==> config.mk <==
export PLATFORM = sky130hd
export DESIGN_NAME = ipf
export DESIGN_NICKNAME = d
export VERILOG_FILES = /design/src/verilog/ipf_pkg.sv /design/src/verilog/ipf_lcu_scan.sv /design/src/verilog/ipf_band_offset.sv /design/src/verilog/ipf_edge_offset.sv /design/src/verilog/ipf_out_stage.sv /design/src/verilog/ipf.sv
export SDC_FILE = /design/constraint.sdc
export NUM_CORES = 1
export LEC_CHECK = 0
export BUFFER_PORTS_ARGS = -buffer_cell sky130_fd_sc_hd__clkbuf_2
export CAP_MARGIN = 20
export CORE_MARGIN = 2
export CORE_UTILIZATION = 45
export CTS_CLUSTER_SIZE = 28
export DETAILED_ROUTE_END_ITERATION = 8
export HOLD_SLACK_MARGIN = 0.03
export PLACE_DENSITY = 0.72
export SETUP_SLACK_MARGIN = 0.05
export SLEW_MARGIN = 20
export SYNTH_ARGS = -nofsm -noshare
export SYNTH_HDL_FRONTEND = slang
export SYNTH_SLANG_ARGS = --single-unit
==> constraint.sdc <==
create_clock -name clk -period 7.8 [get_ports clk]
set_clock_uncertainty 0.05 [all_clocks]
set_input_delay 1.17 -clock clk [delete_from_list [all_inputs] [get_ports clk]]
set_output_delay 1.17 -clock clk [all_outputs]
set_load 0.01 [all_outputs]
==> src/verilog/ipf_pkg.sv <==
package ipf_pkg;

    localparam int PIXEL_W   = 8;
    localparam int COORD_W   = 7;
    localparam int LCU_IDX_W = 3;
    localparam int ADDR_W    = 14;
    localparam int PIC_W     = 128;
    localparam int LAST_ADDR = 16383;
    localparam int OFFSET_W  = 4;

    typedef enum logic [1:0] {
        MODE_OFF,
        MODE_BAND,
        MODE_EDGE
    } ipf_mode_t;

    // Highest in-LCU coordinate for the size code
    function automatic logic [COORD_W-1:0] lcu_last_coord(input logic [1:0] code);
        logic [COORD_W-1:0] last;
        case (code)
            2'd0:    last = COORD_W'(15);
            2'd1:    last = COORD_W'(31);
            default: last = COORD_W'(63);
        endcase
        return last;
    endfunction

    // Fields 0 and 1 add, fields 2 and 3 are two's complement
    function automatic logic [PIXEL_W-1:0] apply_offset(
        input logic [PIXEL_W-1:0]    sample,
        input logic [4*OFFSET_W-1:0] offsets,
        input logic [1:0]            idx
    );
        logic [OFFSET_W-1:0]       field;
        logic [PIXEL_W+1:0]        field_ext;
        logic signed [PIXEL_W+1:0] sum;
        field = offsets[(3 - idx) * OFFSET_W +: OFFSET_W];
        if (idx[1]) begin
            field_ext = {{(PIXEL_W + 2 - OFFSET_W){field[OFFSET_W-1]}}, field};
        end else begin
            field_ext = {{(PIXEL_W + 2 - OFFSET_W){1'b0}}, field};
        end
        sum = $signed({2'b00, sample}) + $signed(field_ext);
        if (sum < 0) begin
            return '0;
        end else if (sum > (1 << PIXEL_W) - 1) begin
            return '1; // Saturate high
        end
        return sum[PIXEL_W-1:0];
    endfunction

endpackage

==> src/verilog/ipf_lcu_scan.sv <==
`timescale 1ns/1ps

module ipf_lcu_scan (
    input  logic                          clk,
    input  logic                          reset,
    input  logic                          in_en,
    input  logic [ipf_pkg::PIXEL_W-1:0]   din,
    input  logic [1:0]                    ipf_type,
    input  logic [4:0]                    ipf_band_pos,
    input  logic [15:0]                   ipf_offset,
    input  logic [ipf_pkg::LCU_IDX_W-1:0] lcu_x,
    input  logic [ipf_pkg::LCU_IDX_W-1:0] lcu_y,
    input  logic [1:0]                    lcu_size,
    output logic                          pix_valid,
    output logic [ipf_pkg::PIXEL_W-1:0]   pix,
    output logic [ipf_pkg::COORD_W-1:0]   pix_x,
    output logic [ipf_pkg::COORD_W-1:0]   pix_y,
    output logic                          row_last,
    output logic                          lcu_last,
    output ipf_pkg::ipf_mode_t            mode,
    output logic [4:0]                    band_pos,
    output logic [15:0]                   offsets,
    output logic [ipf_pkg::LCU_IDX_W-1:0] base_x,
    output logic [ipf_pkg::LCU_IDX_W-1:0] base_y,
    output logic [1:0]                    size_code
);

    logic [ipf_pkg::COORD_W-1:0] cnt_x;
    logic [ipf_pkg::COORD_W-1:0] cnt_y;
    logic [ipf_pkg::COORD_W-1:0] last_coord;
    logic                        first_pix;
    logic                        at_row_end;

    assign first_pix  = (cnt_x == '0) && (cnt_y == '0);
    // Size input only counts on the first pixel
    assign last_coord = first_pix ? ipf_pkg::lcu_last_coord(lcu_size)
                                  : ipf_pkg::lcu_last_coord(size_code);
    assign at_row_end = (cnt_x == last_coord);

    always_ff @(posedge clk or posedge reset) begin
        if (reset) begin
            cnt_x     <= '0;
            cnt_y     <= '0;
            pix_valid <= 1'b0;
            pix_x     <= '0;
            pix_y     <= '0;
            row_last  <= 1'b0;
            lcu_last  <= 1'b0;
            mode      <= ipf_pkg::MODE_OFF;
            band_pos  <= '0;
            offsets   <= '0;
            base_x    <= '0;
            base_y    <= '0;
            size_code <= '0;
        end else begin
            pix_valid <= in_en;
            if (in_en) begin
                pix_x    <= cnt_x;
                pix_y    <= cnt_y;
                row_last <= at_row_end;
                lcu_last <= at_row_end && (cnt_y == last_coord);
                if (at_row_end) begin
                    cnt_x <= '0;
                    cnt_y <= (cnt_y == last_coord) ? '0 : cnt_y + 1'b1; // Wrap for next LCU
                end else begin
                    cnt_x <= cnt_x + 1'b1;
                end
                if (first_pix) begin
                    case (ipf_type)
                        2'd0:    mode <= ipf_pkg::MODE_OFF;
                        2'd1:    mode <= ipf_pkg::MODE_BAND;
                        default: mode <= ipf_pkg::MODE_EDGE;
                    endcase
                    band_pos  <= ipf_band_pos;
                    offsets   <= ipf_offset;
                    base_x    <= lcu_x;
                    base_y    <= lcu_y;
                    size_code <= lcu_size;
                end
            end
        end
    end

    always_ff @(posedge clk) begin
        if (in_en) begin
            pix <= din;
        end
    end

endmodule

==> src/verilog/ipf_band_offset.sv <==
`timescale 1ns/1ps

module ipf_band_offset (
    input  logic                        clk,
    input  logic                        reset,
    input  logic                        pix_valid,
    input  logic [ipf_pkg::PIXEL_W-1:0] pix,
    input  ipf_pkg::ipf_mode_t          mode,
    input  logic [4:0]                  band_pos,
    input  logic [15:0]                 offsets,
    input  logic [ipf_pkg::COORD_W-1:0] pix_x,
    input  logic [ipf_pkg::COORD_W-1:0] pix_y,
    input  logic                        lcu_last,
    output logic                        band_valid,
    output logic [ipf_pkg::PIXEL_W-1:0] band_pix,
    output logic [ipf_pkg::COORD_W-1:0] band_x,
    output logic [ipf_pkg::COORD_W-1:0] band_y,
    output logic                        band_last
);

    logic [4:0] band;
    logic       excluded;
    logic       active;

    assign band     = pix[ipf_pkg::PIXEL_W-1 -: 5]; // 32 bands of 8
    // Neighbouring bands wrap modulo 32
    assign excluded = (band == band_pos) || (band == band_pos + 5'd1) ||
                      (band == band_pos - 5'd1);
    assign active   = pix_valid && (mode != ipf_pkg::MODE_EDGE);

    always_ff @(posedge clk or posedge reset) begin
        if (reset) begin
            band_valid <= 1'b0;
            band_last  <= 1'b0;
        end else begin
            band_valid <= active;
            band_last  <= active && lcu_last;
        end
    end

    always_ff @(posedge clk) begin
        if (active) begin
            band_x <= pix_x;
            band_y <= pix_y;
            if (mode == ipf_pkg::MODE_OFF || excluded) begin
                band_pix <= pix;
            end else begin
                band_pix <= ipf_pkg::apply_offset(pix, offsets, band[1:0]);
            end
        end
    end

endmodule

==> src/verilog/ipf_edge_offset.sv <==
`timescale 1ns/1ps

module ipf_edge_offset (
    input  logic                        clk,
    input  logic                        reset,
    input  logic                        pix_valid,
    input  logic [ipf_pkg::PIXEL_W-1:0] pix,
    input  ipf_pkg::ipf_mode_t          mode,
    input  logic [15:0]                 offsets,
    input  logic [ipf_pkg::COORD_W-1:0] pix_x,
    input  logic [ipf_pkg::COORD_W-1:0] pix_y,
    input  logic                        row_last,
    input  logic                        lcu_last,
    output logic                        edge_valid,
    output logic [ipf_pkg::PIXEL_W-1:0] edge_pix,
    output logic [ipf_pkg::COORD_W-1:0] edge_x,
    output logic [ipf_pkg::COORD_W-1:0] edge_y,
    output logic                        edge_last
);

    logic [ipf_pkg::PIXEL_W-1:0] win_l;
    logic [ipf_pkg::PIXEL_W-1:0] win_c;
    logic [ipf_pkg::COORD_W-1:0] c_x;
    logic [ipf_pkg::COORD_W-1:0] c_y;
    logic                        c_last;
    logic                        flush_pend;
    logic                        active;
    logic                        emit_centre;
    logic [ipf_pkg::PIXEL_W:0]   twice_c;
    logic [ipf_pkg::PIXEL_W:0]   sum_lr;
    logic [1:0]                  edge_idx;
    logic                        apply_en;
    logic [ipf_pkg::PIXEL_W-1:0] centre_out;

    assign active      = pix_valid && (mode == ipf_pkg::MODE_EDGE);
    assign emit_centre = active && (pix_x != '0); // Row start only fills the window
    assign twice_c     = {win_c, 1'b0};
    assign sum_lr      = {1'b0, win_l} + {1'b0, pix};

    // Incoming pixel is the right neighbour
    always_comb begin
        edge_idx = 2'd0;
        apply_en = 1'b1;
        if (win_c < win_l && win_c < pix) begin
            edge_idx = 2'd0;
        end else if (win_c > win_l && win_c > pix) begin
            edge_idx = 2'd3;
        end else if (twice_c < sum_lr) begin
            edge_idx = 2'd1;
        end else if (twice_c > sum_lr) begin
            edge_idx = 2'd2;
        end else begin
            apply_en = 1'b0;
        end
    end

    assign centre_out = (apply_en && c_x != '0) ? ipf_pkg::apply_offset(win_c, offsets, edge_idx)
                                                : win_c;

    always_ff @(posedge clk or posedge reset) begin
        if (reset) begin
            flush_pend <= 1'b0;
            edge_valid <= 1'b0;
            edge_last  <= 1'b0;
        end else begin
            edge_valid <= flush_pend || emit_centre;
            edge_last  <= flush_pend && c_last;
            if (active) begin
                flush_pend <= row_last;
            end else begin
                flush_pend <= 1'b0;
            end
        end
    end

    always_ff @(posedge clk) begin
        if (flush_pend) begin
            edge_pix <= win_c; // Row-last pixel leaves unchanged
            edge_x   <= c_x;
            edge_y   <= c_y;
        end else if (emit_centre) begin
            edge_pix <= centre_out;
            edge_x   <= c_x;
            edge_y   <= c_y;
        end
        if (active) begin
            win_l  <= win_c;
            win_c  <= pix;
            c_x    <= pix_x;
            c_y    <= pix_y;
            c_last <= lcu_last;
        end
    end

endmodule

==> src/verilog/ipf_out_stage.sv <==
`timescale 1ns/1ps

module ipf_out_stage (
    input  logic                          clk,
    input  logic                          reset,
    input  ipf_pkg::ipf_mode_t            mode,
    input  logic [ipf_pkg::LCU_IDX_W-1:0] base_x,
    input  logic [ipf_pkg::LCU_IDX_W-1:0] base_y,
    input  logic [1:0]                    size_code,
    input  logic                          pix_valid,
    input  logic                          lcu_last,
    input  logic                          band_valid,
    input  logic [ipf_pkg::PIXEL_W-1:0]   band_pix,
    input  logic [ipf_pkg::COORD_W-1:0]   band_x,
    input  logic [ipf_pkg::COORD_W-1:0]   band_y,
    input  logic                          band_last,
    input  logic                          edge_valid,
    input  logic [ipf_pkg::PIXEL_W-1:0]   edge_pix,
    input  logic [ipf_pkg::COORD_W-1:0]   edge_x,
    input  logic [ipf_pkg::COORD_W-1:0]   edge_y,
    input  logic                          edge_last,
    output logic                          out_en,
    output logic [ipf_pkg::PIXEL_W-1:0]   dout,
    output logic [ipf_pkg::ADDR_W-1:0]    dout_addr,
    output logic                          busy,
    output logic                          finish
);

    logic                          sel_valid;
    logic [ipf_pkg::PIXEL_W-1:0]   sel_pix;
    logic [ipf_pkg::COORD_W-1:0]   sel_x;
    logic [ipf_pkg::COORD_W-1:0]   sel_y;
    logic                          sel_last;
    logic [ipf_pkg::ADDR_W-1:0]    side;
    logic [ipf_pkg::ADDR_W-1:0]    row;
    logic [ipf_pkg::ADDR_W-1:0]    col;
    logic                          out_last;
    logic                          busy_r;

    always_comb begin
        if (mode == ipf_pkg::MODE_EDGE) begin
            sel_valid = edge_valid;
            sel_pix   = edge_pix;
            sel_x     = edge_x;
            sel_y     = edge_y;
            sel_last  = edge_last;
        end else begin
            sel_valid = band_valid;
            sel_pix   = band_pix;
            sel_x     = band_x;
            sel_y     = band_y;
            sel_last  = band_last;
        end
    end

    // Picture position of the selected pixel
    assign side = ipf_pkg::ADDR_W'(ipf_pkg::lcu_last_coord(size_code)) + 1'b1;
    assign row  = ipf_pkg::ADDR_W'(base_y) * side + ipf_pkg::ADDR_W'(sel_y);
    assign col  = ipf_pkg::ADDR_W'(base_x) * side + ipf_pkg::ADDR_W'(sel_x);

    // High from the last scanned pixel until its output has gone
    assign busy = busy_r || (pix_valid && lcu_last);

    always_ff @(posedge clk or posedge reset) begin
        if (reset) begin
            out_en    <= 1'b0;
            out_last  <= 1'b0;
            dout      <= '0;
            dout_addr <= '0;
            busy_r    <= 1'b0;
            finish    <= 1'b0;
        end else begin
            out_en   <= sel_valid;
            out_last <= sel_valid && sel_last;
            if (sel_valid) begin
                dout      <= sel_pix;
                dout_addr <= row * ipf_pkg::ADDR_W'(ipf_pkg::PIC_W) + col;
            end
            if (pix_valid && lcu_last) begin
                busy_r <= 1'b1;
            end else if (out_en && out_last) begin
                busy_r <= 1'b0;
            end
            finish <= out_en && (dout_addr == ipf_pkg::ADDR_W'(ipf_pkg::LAST_ADDR));
        end
    end

endmodule

==> src/verilog/ipf.sv <==
`timescale 1ns/1ps

module ipf (
    input  logic                          clk,
    input  logic                          reset,
    input  logic                          in_en,
    input  logic [ipf_pkg::PIXEL_W-1:0]   din,
    input  logic [1:0]                    ipf_type,
    input  logic [4:0]                    ipf_band_pos,
    input  logic [15:0]                   ipf_offset,
    input  logic [ipf_pkg::LCU_IDX_W-1:0] lcu_x,
    input  logic [ipf_pkg::LCU_IDX_W-1:0] lcu_y,
    input  logic [1:0]                    lcu_size,
    output logic                          busy,
    output logic                          out_en,
    output logic [ipf_pkg::PIXEL_W-1:0]   dout,
    output logic [ipf_pkg::ADDR_W-1:0]    dout_addr,
    output logic                          finish
);

    logic                          pix_valid;
    logic [ipf_pkg::PIXEL_W-1:0]   pix;
    logic [ipf_pkg::COORD_W-1:0]   pix_x;
    logic [ipf_pkg::COORD_W-1:0]   pix_y;
    logic                          row_last;
    logic                          lcu_last;
    ipf_pkg::ipf_mode_t            mode;
    logic [4:0]                    band_pos;
    logic [15:0]                   offsets;
    logic [ipf_pkg::LCU_IDX_W-1:0] base_x;
    logic [ipf_pkg::LCU_IDX_W-1:0] base_y;
    logic [1:0]                    size_code;

    logic                          band_valid;
    logic [ipf_pkg::PIXEL_W-1:0]   band_pix;
    logic [ipf_pkg::COORD_W-1:0]   band_x;
    logic [ipf_pkg::COORD_W-1:0]   band_y;
    logic                          band_last;

    logic                          edge_valid;
    logic [ipf_pkg::PIXEL_W-1:0]   edge_pix;
    logic [ipf_pkg::COORD_W-1:0]   edge_x;
    logic [ipf_pkg::COORD_W-1:0]   edge_y;
    logic                          edge_last;

    ipf_lcu_scan i_scan (
        .clk, .reset, .in_en, .din, .ipf_type, .ipf_band_pos, .ipf_offset,
        .lcu_x, .lcu_y, .lcu_size, .pix_valid, .pix, .pix_x, .pix_y,
        .row_last, .lcu_last, .mode, .band_pos, .offsets, .base_x, .base_y,
        .size_code
    );

    ipf_band_offset i_band (
        .clk, .reset, .pix_valid, .pix, .mode, .band_pos, .offsets, .pix_x,
        .pix_y, .lcu_last, .band_valid, .band_pix, .band_x, .band_y, .band_last
    );

    ipf_edge_offset i_edge (
        .clk, .reset, .pix_valid, .pix, .mode, .offsets, .pix_x, .pix_y,
        .row_last, .lcu_last, .edge_valid, .edge_pix, .edge_x, .edge_y, .edge_last
    );

    ipf_out_stage i_out (
        .clk, .reset, .mode, .base_x, .base_y, .size_code, .pix_valid, .lcu_last,
        .band_valid, .band_pix, .band_x, .band_y, .band_last,
        .edge_valid, .edge_pix, .edge_x, .edge_y, .edge_last,
        .out_en, .dout, .dout_addr, .busy, .finish
    );

endmodule

==> flow_metrics.tcl <==
set metrics [dict create \
    drive_above_1_share 0.211 \
    crit_path_end_kind "flop" \
    tightestPinTransition_ns 0.944 \
    power_leakage_nw 4.68 \
    hold_start "i_edge.c_y[3]" \
    cts_buffers 17 \
    crit_path_max_incr_delay_ns 0.64 \
    synth-seq-cells 176 \
    cp-startpoint "i_scan.pix[0]" \
    grt_pass1_wl_um 30900 \
    core_area_um2 20300 \
    worst-setup-path-type "flop to flop" \
    pre_cts_ws_ns 1.25 \
    syn_inst 790 \
    die_h_um 148 \
    holdPathEnd "i_edge.edge_y[3]" \
    antenna_found_initial 0 \
    wl_per_cell_um 16.3 \
    start_kind "flop" \
    crit_buf_inv 4 \
    drc_errors 0 \
    grt_max_degree 81 \
    cts.clk_slew.worst_paths_ns 0.07 \
    clk_latency_ns 0.43 \
    yosysUniqueCellTypes 69 \
    initial_core_util 0.461 \
    relSlewSlack 0.368 \
    grt.overflow.total 0 \
    regToRegStartpoint "i_scan.pix[0]" \
    initialDrtViolationCount 432 \
    fin_hold_ws_ns 0.364 \
    r2r_slack_ns 1.18 \
    antenna_cells 0 \
    reg2reg_to "i_edge.edge_pix[3]" \
    cts_resized 0 \
    critical_path_arrival_ns 6.73 \
    synth_area_per_cell_um2 11.8 \
    rsz0062_at_grt "no" \
    firstDrtPassIters 4 \
    crit_top_cell "a21oi_1" \
    die_x_um 148 \
    synth_nets 903 \
    layoutNonFillerInstCount 1141 \
    cap_viol_max_count 0 \
    pin_count 67 \
    hold_viol 0 \
    cts_buffer_depth 2 \
    vias 6087 \
    synth_edf_count 83 \
    async_flop_share 0.528 \
    htree_levels 4 \
    hold_path.class "flop to flop" \
    yosysSeqAreaShare 0.515 \
    maxSlewViolCount 0 \
    row_count 52 \
    dpl.hpwl_um 13800 \
    crit_family "compound AO/OA/AOI/OAI gates" \
    antenna_left 0 \
    status "finished clean" \
    yosysWarnings 0 \
    cts_setup_buffers 0 \
    timing.fmax_mhz 151 \
    clock-sinks 176 \
    setup_viol 0 \
    synth_top_area_frac 0.266 \
    synth.area.top_cells "edfxtp_1 (27%), dfrtp_1 (25%), ha_1 (8.4%)" \
    cts_tree "done" \
    vias_per_cell 5.33 \
    synth_top_cells_by_count "dfrtp_1 (93), edfxtp_1 (83), ha_1 (63), nand2_1 (57), mux2_2 (55)" \
    worstPathRequired_ns 7.92 \
    area_growth_pct 13.4 \
    worst-r2r-cell-count 27 \
    wl_um 18600 \
    dp_cells 1108 \
    gp_congestion 0.918 \
    grt_use_total 0.178 \
    fin_crit_ns 6.62 \
    pwr_density_cell_nw_per_um2 213 \
    grt_pass1_vias 5977 \
    io_buffer_count 66 \
    dieArea_um2 22000 \
    hold_buffers 0 \
    synth_most_common_cell "dfrtp_1" \
    layout.nets 971 \
    syn_area_um2 9360 \
    yosys.area.top_type "edfxtp_1" \
    crit_slowest_cell "mux4_1" \
    crit_path_max_fanout 7 \
    ir_worst_vdd_mv 0.155 \
    timing.final.crit_share 0.848 \
    finalWorstSetupSlack_ns 1.18 \
    clockRootBuffer "clkbuf_16" \
    hold_depth 0 \
    synth_flop_cell "dfrtp_1" \
    finalSetupTns_ns 0 \
]
## through the flow
step / area (um2) / utilization / power, W
after floorplan: 9360 / - / 0.00133
after global placement: 9990 / 0.492 / 0.00142
after detailed placement: 9990 / 0.492 / 0.00143
after CTS: 10600 / 0.521 / 0.00228
after global routing: 10600 / 0.523 / 0.00237
final: 10600 / 0.523 / 0.00226
## where the power goes
part / switching, W / internal, W / leakage, nW
Clock: 0.000393 / 0.000457 / 0.292
Sequential: 0.0000844 / 0.00107 / 1.99
Combinational: 0.000135 / 0.000126 / 2.39
## flip-flops by register name (all words and copies together), names as in the netlist, 2 cells and up
register / flops
i_scan.cnt_x: 7
i_scan.cnt_y: 7
i_scan.offsets: 16
i_edge.win_l: 8
i_out.dout: 8
i_scan.pix: 8
i_band.band_y: 7
i_band.band_pix: 8
i_edge.edge_pix: 8
i_scan.band_pos: 5
i_scan.base_x: 3
i_edge.c_y: 7
i_scan.pix_y: 7
i_scan.pix_x: 7
i_scan.mode: 2
i_edge.win_c: 8
i_edge.c_x: 7
i_scan.base_y: 3
i_edge.edge_y: 7
i_band.band_x: 7
i_edge.edge_x: 7
i_out.dout_addr: 14
i_scan.size_code: 2
## worst max path at each step
stage,end,slack [ns],cells past startpoint
detailed placement,i_edge.edge_pix[1],1.25,27
floorplan,i_edge.edge_pix[1],1.88,28
CTS,i_edge.edge_pix[2],1.23,27
global route,i_edge.edge_pix[2],0.66,27
global placement,i_edge.edge_pix[1],1.48,27
finish,i_edge.edge_pix[3],1.18,27
## final cells by class
class / instances / area (um2)
clock buffers: 17 / 425
inverters: 46 / 174
well taps: 270 / 338
clock inverters: 15 / 166
multi-input cells: 543 / 4270
fillers: 1785 / 9690
repair buffers: 74 / 414
flip-flops and latches: 176 / 4820
## layer usage
layer / share of wire / GRT usage
met2: 0.43 / 0.261
met3: 0.045 / 0.0383
met1: 0.50 / 0.263
met5: 0 / 0
met4: 0.018 / 0.0595
## cell families (layout without fill, tap and decap cells)
kind of cell | count (synthesis) | in the layout | share of synthesized area
multiplexers | 86 | 86 | 0.107
AND/OR/NAND/NOR | 196 | 196 | 0.109
buffers and inverters | 71 | 152 | 0.0306
flip-flops | 176 | 176 | 0.515
XOR/XNOR | 43 | 43 | 0.0403
adder cells (fa/ha/maj) | 71 | 71 | 0.101
AO/OA/AOI/OAI | 147 | 147 | 0.0968
## placed cells by master, fill, tap and decap left out, types with 3 or more instances in the layout
cell / n
nor2_1: 42
nand4_1: 11
o211ai_1: 3
a21o_1: 13
clkbuf_2: 66
mux2i_1: 24
mux2_2: 55
nand2_1: 57
or4_1: 4
edfxtp_1: 83
buf_4: 6
nor3_1: 5
nor3b_1: 3
a21oi_1: 43
o22ai_1: 3
nand3_1: 19
mux4_2: 4
ha_1: 63
nand2b_1: 7
xnor2_1: 30
inv_6: 6
nor4_1: 7
o31ai_1: 4
a211oi_1: 4
xor2_1: 13
fa_1: 8
o21ai_0: 45
inv_1: 45
nor2b_1: 5
dfrtp_1: 93
a31oi_1: 4
inv_8: 3
and3_1: 3
nand3b_1: 4
and2_1: 12
o21bai_1: 7
clkbuf_16: 17
Note: power is estimated with default switching activity, not from simulation.
